File: config.mk
export PLATFORM = sky130hd
export DESIGN_NAME = jesd_loopback_top
export DESIGN_NICKNAME = d
export VERILOG_FILES = /design/src/verilog/jesd_pkg.sv /design/src/verilog/jesd_loopback_top.sv /design/src/verilog/lane_xbar.sv /design/src/verilog/rx_link.sv /design/src/verilog/tpl_deframer.sv /design/src/verilog/tpl_framer.sv /design/src/verilog/tx_link.sv
export VERILOG_INCLUDE_DIRS = /design/src /design/src/verilog
export SDC_FILE = /design/constraint.sdc
export NUM_CORES = 1
export LEC_CHECK = 0
export ABC_AREA = 1
export BUFFER_PORTS_ARGS = -buffer_cell sky130_fd_sc_hd__buf_2
export CAP_MARGIN = 40
export CORE_UTILIZATION = 30
export DETAILED_ROUTE_END_ITERATION = 7
export HOLD_SLACK_MARGIN = 0.03
export PLACE_DENSITY_LB_ADDON = 0.12
export SLEW_MARGIN = 25
export SYNTH_ARGS = -nofsm -noshare
export SYNTH_HDL_FRONTEND = slang
export SYNTH_HIERARCHICAL = 1
export SYNTH_SLANG_ARGS = --single-unit
File: constraint.sdc
create_clock -name device_clk -period 9.5 [get_ports device_clk]
set_input_delay 0 -clock device_clk [delete_from_list [all_inputs] [get_ports device_clk]]
set_output_delay 0 -clock device_clk [all_outputs]
set_load 0.02 [all_outputs]
File: src/verilog/jesd_params.svh
`ifndef JESD_PARAMS_SVH
`define JESD_PARAMS_SVH

// ******************************
// link geometry
// ******************************
`define JESD_M       4      // converters
`define JESD_L       4      // lanes
`define JESD_NP      16     // bits per sample
`define JESD_BYTES   4      // octets per lane word per clock
`define JESD_S       2      // samples per converter per clock, (L*BYTES*8)/(M*NP)

`define CGS_COUNT    4      // all-K clocks before sync_n release
`define ILAS_CYCLES  4      // alignment sequence length

`define CHAR_K       8'hBC  // K28.5, code group sync
`define CHAR_R       8'h1C  // K28.0, alignment start
`define CHAR_F       8'hFC  // K28.7, filler

// 2 bits per physical lane, lane 0 in the lsbs
`define LANE_MAP     8'h72  // phys 0..3 carry logical 2,0,3,1
`define LANE_MAP_INV 8'h8D  // logical 0..3 found on phys 1,3,0,2

`endif

File: src/verilog/jesd_pkg.sv
`include "jesd_params.svh"

package jesd_pkg;

  typedef enum logic [1:0] {
    LINK_CGS,   // code group sync
    LINK_ILAS,  // alignment sequence
    LINK_DATA   // user data or filler
  } link_state_e;

  typedef logic [`JESD_NP-1:0] sample_t;

  typedef struct packed {
    logic [8*`JESD_BYTES-1:0] data;     // byte 0 in lsbs
    logic [`JESD_BYTES-1:0]   charisk;  // one flag per byte
  } lane_word_t;

  typedef lane_word_t [`JESD_L-1:0] lane_bus_t;

  // converter c, sample s sits at element c*S+s
  typedef sample_t [`JESD_M*`JESD_S-1:0] conv_frame_t;

  // fixed control words
  localparam lane_word_t K_WORD    = '{data: {`JESD_BYTES{`CHAR_K}}, charisk: '1};
  localparam lane_word_t FILL_WORD = '{data: {`JESD_BYTES{`CHAR_F}}, charisk: '1};
  localparam logic [`JESD_BYTES-1:0] ILAS_ISK = 1;  // only byte 0 is control in ilas

endpackage

File: src/verilog/jesd_loopback_top.sv
`include "jesd_params.svh"

module jesd_loopback_top import jesd_pkg::*; (
  input  logic        device_clk,
  input  logic        arst_n,
  input  conv_frame_t dac_data,
  input  logic        dac_valid,
  output logic        dac_enable,
  output lane_bus_t   tx_lanes,
  input  lane_bus_t   rx_lanes,
  input  logic        tx_sync_n,
  output logic        sync_n,
  output conv_frame_t adc_data,
  output logic        adc_valid,
  output logic        link_up
);

  lane_bus_t frame_lanes;  // framer -> tx link
  logic      frame_valid;
  lane_bus_t link_lanes;   // logical order, before map
  lane_bus_t rx_logical;   // back in logical order
  lane_bus_t data_lanes;   // rx link -> deframer
  logic      data_valid;

  // ******************************
  // transmit path
  // ******************************
  tpl_framer i_framer (
    .device_clk  (device_clk),
    .arst_n      (arst_n),
    .dac_data    (dac_data),
    .dac_valid   (dac_valid),
    .dac_enable  (dac_enable),
    .frame_lanes (frame_lanes),
    .frame_valid (frame_valid)
  );

  tx_link i_tx_link (
    .device_clk  (device_clk),
    .arst_n      (arst_n),
    .tx_sync_n   (tx_sync_n),
    .frame_lanes (frame_lanes),
    .frame_valid (frame_valid),
    .link_lanes  (link_lanes),
    .dac_enable  (dac_enable)
  );

  lane_xbar #(.MAP(`LANE_MAP)) i_tx_xbar (
    .device_clk (device_clk),
    .arst_n     (arst_n),
    .lanes_in   (link_lanes),
    .lanes_out  (tx_lanes)
  );

  // ******************************
  // receive path
  // ******************************
  lane_xbar #(.MAP(`LANE_MAP_INV)) i_rx_xbar (
    .device_clk (device_clk),
    .arst_n     (arst_n),
    .lanes_in   (rx_lanes),
    .lanes_out  (rx_logical)
  );

  rx_link i_rx_link (
    .device_clk (device_clk),
    .arst_n     (arst_n),
    .rx_lanes   (rx_logical),
    .sync_n     (sync_n),
    .data_lanes (data_lanes),
    .data_valid (data_valid),
    .link_up    (link_up)
  );

  tpl_deframer i_deframer (
    .device_clk (device_clk),
    .arst_n     (arst_n),
    .data_lanes (data_lanes),
    .data_valid (data_valid),
    .adc_data   (adc_data),
    .adc_valid  (adc_valid)
  );

endmodule

File: src/verilog/lane_xbar.sv
`include "jesd_params.svh"

module lane_xbar import jesd_pkg::*; #(
  // field p selects the input lane that drives output lane p
  parameter logic [$clog2(`JESD_L)*`JESD_L-1:0] MAP = `LANE_MAP
) (
  input  logic      device_clk,
  input  logic      arst_n,
  input  lane_bus_t lanes_in,
  output lane_bus_t lanes_out
);

  localparam int LW = $clog2(`JESD_L);  // bits per map field

  // ******************************
  // registered permutation
  // ******************************
  always_ff @(posedge device_clk or negedge arst_n) begin
    if (!arst_n) begin
      lanes_out <= {`JESD_L{K_WORD}};  // idle link looks like cgs
    end else begin
      for (int p = 0; p < `JESD_L; p++) begin
        lanes_out[p] <= lanes_in[MAP[LW*p +: LW]];  // out p <- in MAP[p]
      end
    end
  end

endmodule

File: src/verilog/rx_link.sv
`include "jesd_params.svh"

module rx_link import jesd_pkg::*; (
  input  logic      device_clk,
  input  logic      arst_n,
  input  lane_bus_t rx_lanes,
  output logic      sync_n,
  output lane_bus_t data_lanes,
  output logic      data_valid,
  output logic      link_up
);

  localparam int KW = $clog2(`CGS_COUNT+1);

  link_state_e   state;
  link_state_e   state_nxt;
  logic [KW-1:0] k_cnt;         // consecutive all-K clocks
  logic [KW-1:0] k_cnt_nxt;
  logic [7:0]    ilas_idx;      // expected alignment index
  logic [7:0]    ilas_idx_nxt;
  logic          sync_n_nxt;
  logic          all_k;         // K on every byte of every lane
  logic          all_fill;      // idle clock
  logic          all_data;      // no control byte anywhere
  logic          any_r;         // some lane starts alignment
  logic          ilas_ok;       // every lane has right id and index
  logic          step;          // advance alignment
  logic          drop;          // back to cgs, pull sync_n

  // ******************************
  // word classification
  // ******************************
  always_comb begin
    all_k    = 1'b1;
    all_fill = 1'b1;
    all_data = 1'b1;
    any_r    = 1'b0;
    ilas_ok  = 1'b1;
    for (int l = 0; l < `JESD_L; l++) begin
      all_k    = all_k & (rx_lanes[l] == K_WORD);
      all_fill = all_fill & (rx_lanes[l] == FILL_WORD);
      all_data = all_data & (rx_lanes[l].charisk == '0);
      any_r    = any_r | (rx_lanes[l].charisk[0] & (rx_lanes[l].data[7:0] == `CHAR_R));
      ilas_ok  = ilas_ok & (rx_lanes[l].charisk == ILAS_ISK)
                         & (rx_lanes[l].data[7:0] == `CHAR_R)
                         & (rx_lanes[l].data[15:8] == 8'(l))      // lane id
                         & (rx_lanes[l].data[23:16] == ilas_idx); // in order
    end
  end

  // ******************************
  // state machine
  // ******************************
  always_comb begin
    state_nxt    = state;
    k_cnt_nxt    = k_cnt;
    ilas_idx_nxt = ilas_idx;
    sync_n_nxt   = sync_n;
    step         = 1'b0;
    drop         = 1'b0;
    case (state)
      LINK_CGS: begin
        if (!sync_n) begin
          k_cnt_nxt  = all_k ? k_cnt + 1'b1 : '0;  // any break restarts count
          sync_n_nxt = all_k && (k_cnt == `CGS_COUNT-1);
        end else if (any_r) begin
          step = ilas_ok;   // first R word must be index 0
          drop = !ilas_ok;
        end else begin
          drop = !all_k;    // K tolerated while waiting
        end
      end
      LINK_ILAS: begin
        step = ilas_ok;
        drop = !ilas_ok;    // wrong id, index or early end
      end
      default: begin
        drop = !all_data && !all_fill;  // stray K or bad control
      end
    endcase
    if (step) begin
      ilas_idx_nxt = ilas_idx + 8'd1;
      state_nxt    = (ilas_idx == `ILAS_CYCLES-1) ? LINK_DATA : LINK_ILAS;
    end
    if (drop) begin
      state_nxt    = LINK_CGS;
      sync_n_nxt   = 1'b0;
      k_cnt_nxt    = '0;
      ilas_idx_nxt = '0;
    end
  end

  always_ff @(posedge device_clk or negedge arst_n) begin
    if (!arst_n) begin
      state      <= LINK_CGS;
      k_cnt      <= '0;
      ilas_idx   <= '0;
      sync_n     <= 1'b0;
      data_valid <= 1'b0;
      link_up    <= 1'b0;
    end else begin
      state      <= state_nxt;
      k_cnt      <= k_cnt_nxt;
      ilas_idx   <= ilas_idx_nxt;
      sync_n     <= sync_n_nxt;
      data_valid <= (state == LINK_DATA) && all_data;
      link_up    <= (state_nxt == LINK_DATA);
    end
  end

  always_ff @(posedge device_clk) begin
    if ((state == LINK_DATA) && all_data) begin
      data_lanes <= rx_lanes;  // payload only
    end
  end

endmodule

File: src/verilog/tpl_deframer.sv
`include "jesd_params.svh"

module tpl_deframer import jesd_pkg::*; (
  input  logic        device_clk,
  input  logic        arst_n,
  input  lane_bus_t   data_lanes,
  input  logic        data_valid,
  output conv_frame_t adc_data,
  output logic        adc_valid
);

  logic [$bits(conv_frame_t)-1:0] frame_bits;  // rebuilt byte stream

  // ******************************
  // byte de-interleave
  // ******************************
  always_comb begin
    for (int l = 0; l < `JESD_L; l++) begin
      for (int b = 0; b < `JESD_BYTES; b++) begin
        frame_bits[8*(b*`JESD_L+l) +: 8] = data_lanes[l].data[8*b +: 8];  // undo framer
      end
    end
  end

  always_ff @(posedge device_clk or negedge arst_n) begin
    if (!arst_n) begin
      adc_valid <= 1'b0;
    end else begin
      adc_valid <= data_valid;
    end
  end

  always_ff @(posedge device_clk) begin
    if (data_valid) begin
      adc_data <= frame_bits;
    end
  end

endmodule

File: src/verilog/tpl_framer.sv
`include "jesd_params.svh"

module tpl_framer import jesd_pkg::*; (
  input  logic        device_clk,
  input  logic        arst_n,
  input  conv_frame_t dac_data,
  input  logic        dac_valid,
  input  logic        dac_enable,
  output lane_bus_t   frame_lanes,
  output logic        frame_valid
);

  logic [$bits(conv_frame_t)-1:0] frame_bits;  // flat frame, stream byte n at [8n+:8]
  lane_bus_t                      lanes_nxt;   // interleaved, not yet registered
  logic                           accept;      // strobe while link carries data

  assign frame_bits = dac_data;
  assign accept     = dac_valid & dac_enable;  // no back-pressure, drop when disabled

  // ******************************
  // byte interleave
  // ******************************
  always_comb begin
    for (int l = 0; l < `JESD_L; l++) begin
      lanes_nxt[l].charisk = '0;  // data only, never control
      for (int b = 0; b < `JESD_BYTES; b++) begin
        // stream byte b*L+l lands on lane l, octet b
        lanes_nxt[l].data[8*b +: 8] = frame_bits[8*(b*`JESD_L+l) +: 8];
      end
    end
  end

  always_ff @(posedge device_clk or negedge arst_n) begin
    if (!arst_n) begin
      frame_valid <= 1'b0;
    end else begin
      frame_valid <= accept;  // one clock behind the strobe
    end
  end

  always_ff @(posedge device_clk) begin
    if (accept) begin
      frame_lanes <= lanes_nxt;  // held between strobes
    end
  end

endmodule

File: src/verilog/tx_link.sv
`include "jesd_params.svh"

module tx_link import jesd_pkg::*; (
  input  logic      device_clk,
  input  logic      arst_n,
  input  logic      tx_sync_n,
  input  lane_bus_t frame_lanes,
  input  logic      frame_valid,
  output lane_bus_t link_lanes,
  output logic      dac_enable
);

  link_state_e state;
  link_state_e state_nxt;
  logic [7:0]  ilas_cnt;      // alignment index, goes out in byte 2
  logic [7:0]  ilas_cnt_nxt;
  lane_bus_t   lanes_nxt;

  // ******************************
  // state machine
  // ******************************
  always_comb begin
    state_nxt    = state;
    ilas_cnt_nxt = '0;
    if (!tx_sync_n) begin
      state_nxt = LINK_CGS;  // receiver wants resync
    end else begin
      case (state)
        LINK_CGS: begin
          state_nxt = LINK_ILAS;  // sync released
        end
        LINK_ILAS: begin
          ilas_cnt_nxt = ilas_cnt + 8'd1;
          if (ilas_cnt == `ILAS_CYCLES-1) begin
            state_nxt    = LINK_DATA;
            ilas_cnt_nxt = '0;
          end
        end
        LINK_DATA: begin
          state_nxt = LINK_DATA;
        end
        default: begin
          state_nxt = LINK_CGS;
        end
      endcase
    end
  end

  // per lane word select, from current state
  always_comb begin
    for (int l = 0; l < `JESD_L; l++) begin
      case (state)
        LINK_ILAS: begin
          lanes_nxt[l].data         = '0;
          lanes_nxt[l].data[7:0]    = `CHAR_R;   // alignment marker
          lanes_nxt[l].data[15:8]   = 8'(l);     // logical lane id
          lanes_nxt[l].data[23:16]  = ilas_cnt;  // sequence index
          lanes_nxt[l].charisk      = ILAS_ISK;
        end
        LINK_DATA: begin
          lanes_nxt[l] = frame_valid ? frame_lanes[l] : FILL_WORD;  // idle -> filler
        end
        default: begin
          lanes_nxt[l] = K_WORD;  // cgs
        end
      endcase
    end
  end

  always_ff @(posedge device_clk or negedge arst_n) begin
    if (!arst_n) begin
      state      <= LINK_CGS;
      ilas_cnt   <= '0;
      link_lanes <= {`JESD_L{K_WORD}};
      dac_enable <= 1'b0;
    end else begin
      state      <= state_nxt;
      ilas_cnt   <= ilas_cnt_nxt;
      link_lanes <= lanes_nxt;
      dac_enable <= (state_nxt == LINK_DATA);  // tracks state exactly
    end
  end

endmodule
[After elaboration in Yosys (flattened, before gate mapping)]
Cells that the tools add are included.
W data, S select, Z words.
Word-level totals
  bits in registers: 845
  bits in latches: 0
  bits in writable memories: 0
  ROM bits: 0
  bits of input ports: 276
  output and inout bits: 276
  logic and storage cells: 168
  memories kept: 0
Operators by class
  add/sub/neg operators: 3
  multipliers: 0
  divide/modulo/power cells: 0
  $lt $le $gt $ge: 0
  equality and inequality tests: 33
  shifts and indexed selects: 0
  muxes and demuxes: 32
  bitwise logic cells: 32
  reductions and logical operators: 17
Operators with widths (count)
  $eq A36 B36 Y1 const B: 8
  $pmux W36 S2: 4
  $mux W36: 4
  $mux W8: 5
  $eq A8 B2 Y1 const B: 4
  $eq A8 B5 Y1 const B: 4
  $eq A8 B8 Y1: 4
  $and A1 B1 Y1: 29
  $add A8 B1 Y8 const B: 2
  $eq A4 B1 Y1 const B: 4
  $logic_not A4 Y1: 4
  $mux W3: 4
  $mux W2: 5
  $eq A2 B2 Y1 const B: 4
  $eq A8 B1 Y1 const B: 1
  $logic_not A8 Y1: 1
  $mux W1: 7
  $pmux W2 S3: 1
  $eq A2 B1 Y1 const B: 2
  $logic_not A1 Y1: 4
  $logic_not A2 Y1: 2
  $pmux W1 S2: 2
  $reduce_bool A2 Y1: 2
  $add A3 B1 Y3 const B: 1
  5 further kinds: 9

[Longest topological paths before layout]
  word-level depth: 22
  depth in mapped cells: 16
  depth with buffers taken out: 14

[Modules after synthesis]
The synthesis kept the hierarchy.
By module, submodules not included
  lane_xbar: times used 2, cells an instance 144, area an instance 3723.6 sq um, seq. area each 3723.6 sq um
  rx_link: times used 1, cells an instance 628, area an instance 6717.7 sq um, seq. area each 4724.5 sq um
  tx_link: times used 1, cells an instance 553, area an instance 5688.0 sq um, seq. area each 3998.8 sq um
  tpl_framer: times used 1, cells an instance 148, area an instance 4000.1 sq um, seq. area each 3868.7 sq um
  tpl_deframer: times used 1, cells an instance 129, area an instance 3868.7 sq um, seq. area each 3868.7 sq um

[Worst setup path after synthesis]
No wires, ideal clock.
  kind: reg-to-reg
  start point: register i_rx_xbar/lanes_out[37] (netlist name)
  end point: register i_rx_link.data_valid
  setup time: 757 ps
  data arrival time: 6762 ps
  required time: 8743 ps
  setup slack: 1981 ps
  cell stages (with the launch flop): 4
  path buffers: 0
  period minus slack after synthesis: 7519 ps
  path through: dfstp_2 -> nor4_1 -> nand4_1 -> nor2_1
Between the ends
  cells in the longest elaborated chain, start to end: 5
Ends and longest elaborated chain
  start, declared: RTL line lane_xbar.sv:10  | output lane_bus_t lanes_out
  start signal, assigned: RTL line lane_xbar.sv:20  | lanes_out <= {`JESD_L{K_WORD}};
  start signal, assigned by index: RTL line lane_xbar.sv:23  | lanes_out[p] <= lanes_in[MAP[LW*p +: LW]];
  $logic_not A4 Y1: RTL line rx_link.sv:42  | all_data = all_data & (rx_lanes[l].charisk == '0);
  $and A1 B1 Y1 (3 in series): RTL line rx_link.sv:42
  $logic_and A1 B1 Y1: RTL line rx_link.sv:106  | data_valid <= (state == LINK_DATA) && all_data;
  end signal, assigned: RTL line rx_link.sv:106
  end, declared: RTL line rx_link.sv:9  | output logic data_valid,
Every way passes these cells.
A chain may end at the register's enable or synchronous reset.

[Worst setup path after layout]
  start point: register i_rx_xbar/lanes_out[37] (netlist name)
  end point: register, netlist name i_rx_link/data_lanes[100]
Between the ends
  cells in the longest elaborated chain, start to end: 5
Ends and longest elaborated chain
  $logic_not A4 Y1: RTL line rx_link.sv:42
  $and A1 B1 Y1 (3 in series): RTL line rx_link.sv:42
  $logic_and A1 B1 Y1: RTL line rx_link.sv:112  | if ((state == LINK_DATA) && all_data) begin
Every way passes these cells.

==> impl_metrics.py <==
metrics = {
    "outcome": {
        "outcome": "completed",
    },
    "pwr": {
        "switching_share_pct": 21.3,
        "total_power_w": 0.00803,
        "cellLeakagePower_nw": 16.5,
        "power_density_nw_per_um2": 203,
        "pwr-share-seq_pct": 50.3,
        "power.share.clock_pct": 44.3,
        "max-vdd-ir-drop_mv": 0.144,
        "p_int_w": 0.00632,
        "pwr-share-comb_pct": 5.4,
        "power.switching_w": 0.00171,
    },
    "timing": {
        "setup_ws_ns": 6.89,
        "rsz0062_at_grt": "no",
        "finClkSkew_ns": 0.0163,
        "worst_slew_pin_slew_ns": 0.787,
        "relSlewSlack_pct": 47.1,
        "finalSetupViolations": 0,
        "max_freq_ghz": 0.384,
        "final.period_utilization_pct": 27.4,
        "drv_slew": 0,
        "hold_viol_final": 0,
        "tns_ns": 0,
        "finalCriticalPeriod_ns": 2.61,
    },
    "route": {
        "ant_nets": 0,
        "vias": 17000,
        "drt_first_pass_iters": 5,
        "wl_mm": 74.3,
        "drc": 0,
        "initialDrtViolationCount": 714,
        "viasPerCell": 4.13,
        "wl_per_cell_um": 18.1,
    },
    "grt": {
        "grt_first_pass_wirelength_mm": 109,
        "grt_max_degree": 131,
        "grt_pass1_vias": 17800,
        "antenna_found_initial": 14,
        "grt_usage_pct": 16.1,
        "grt-ovfl-total": 0,
    },
    "yosys": {
        "synth_warnings": 6,
        "synthCells": 1730,
        "synth_area_sq_um": 27200,
        "postSynthAreaPerCell_sq_um": 15.7,
    },
    "layout": {
        "multi_input_area_sq_um": 3230,
        "drive_gt1_share_pct": 35.1,
        "stdcell_count": 4114,
        "syn_to_final_growth_pct": 45.4,
        "fillCellCount": 8357,
        "num-nets-final": 3139,
        "regArea_sq_um": 23400,
        "final_area_sq_um": 39600,
    },
    "worst_setup_path": {
        "end_kind": "register",
        "cp-startpoint": "i_rx_xbar/lanes_out[37]",
        "cp.arrival_ns": 2.88,
        "r2r_start": "i_rx_xbar/lanes_out[37]",
        "cp.required_ns": 9.78,
        "cp_max_fo": 50,
        "start_kind": "register",
        "crit_type": "register to register",
    },
    "placement": {
        "gp_congestion": 0.787,
        "dpl.hpwl_mm": 50.1,
        "port-buffer-count": 551,
        "place_area_sq_um": 31500,
        "placed_cells_incl_taps": 3440,
        "dp_slack_ns": 6.85,
    },
    "die": {
        "dieArea_sq_um": 92000,
        "fp-row-count": 110,
        "die_w_um": 303,
        "start_util_pct": 30.3,
        "ios": 552,
        "core_area_sq_um": 90000,
        "die_y_um": 303,
    },
    "hold_path": {
        "min-delay-start": "rx_lanes[11]",
        "hold_class": "input port to register",
    },
    "clock_tree": {
        "cts_tree": "done",
        "post_cts_resize_count": 0,
        "clkSlewWorstSetupHoldPaths_ns": 0.06,
        "cts.sinks": 845,
        "cts_setup_buffers": 0,
        "cts_buffers": 91,
        "clk_latency_ns": 0.65,
        "cts_max_level": 3,
        "clock_path_buffers": 3,
        "cts_root_buffer": "clkbuf_16",
        "holdBufCountCts": 493,
    },
    "flow_run": {
        "drv_cap": 0,
    },
}
[state kept, by name, summed over array words and instances (netlist names)]
| register | count |
|---|---|
| i_rx_link/sync_n | 1 |
| i_tx_link/state | 2 |
| i_framer/frame_valid | 1 |
| i_rx_link/state | 2 |
| i_rx_link/link_up | 1 |
| i_rx_link/data_valid | 1 |
| i_deframer/adc_valid | 1 |
| i_rx_link/data_lanes | 128 |
| i_tx_xbar/lanes_out | 144 |
| i_framer/frame_lanes | 128 |
| i_rx_link/k_cnt | 3 |
| i_deframer/adc_data | 128 |
| i_tx_link/dac_enable | 1 |
| i_tx_link/link_lanes | 144 |
| i_rx_xbar/lanes_out | 144 |
| i_rx_link/ilas_idx | 8 |
| i_tx_link/ilas_cnt | 8 |
[critical path, stage by stage, from the launching register on]
cell and delay, ns:
dfstp_2 0.38, nor4_1 0.34, nand4_1 0.24, nor2_4 0.44, buf_16 0.22, buf_4 0.58
[per-layer routing]
layer / track usage (%) / vias up / share of wire [%]
met2: 26.9 / 491 / 49
li1: - / 7964 / -
met1: 19.8 / 8369 / 41
met4: 5.15 / 14 / 2.7
met5: 0 / - / 0.13
met3: 5.02 / 138 / 7.2
[power groups by stage]
stage	combinational [W]	clock [W]	sequential (W)
floorplan	0.0000580	0	0.00414
global placement	0.000273	0	0.00410
detailed placement	0.000276	0	0.00411
CTS	0.000442	0.00368	0.00404
global route	0.000477	0.00383	0.00405
finish	0.000435	0.00355	0.00404
[worst paths after layout]
check	endpoint	slack, ns	cells past startpoint
max in group asynchronous	i_rx_xbar/lanes_out[76]	7.72	4
min reg2reg	i_tx_xbar/lanes_out[76]	0.35	0
max reg2reg	i_rx_link/data_lanes[100]	6.89	5
max	i_rx_link/data_lanes[100]	6.89	5
min	i_rx_xbar/lanes_out[83]	0.08	2
min in group asynchronous	i_tx_link/link_lanes[81]	0.29	2
[layout make-up]
type	count	area share, %
Sequential cell	845	59.2
Timing Repair Buffer	1067	20.3
Clock buffer	130	6.77
Tap cell	1176	3.72
Clock inverter	42	0.957
Multi-Input combinational cell	756	8.16
Antenna cell	4	0.0253
Inverter	94	0.904
[through the flow]
stage,util (%),hold WS (ns)
after floorplan,-,-0.296
after CTS,43.9,0.0301
after global routing,44.0,0.0406
final,44.0,0.0764
after global placement,34.9,0.106
after detailed placement,35.0,0.106
[layout by cell type, fill, tap and decap left out, drive strengths merged, types with 5 or more instances in the layout]
master / count
buf: 572
dlygate4sd3: 495
edfxtp: 384
nor2: 299
nand2: 291
dfstp: 288
dfrtp: 173
clkbuf: 130
inv: 97
o21ai: 57
clkinv: 31
nand3: 21
nor3: 18
conb: 16
a21oi: 14
nand4: 9
ha: 8
bufinv: 5
Note: power is estimated with default switching activity, not from simulation.
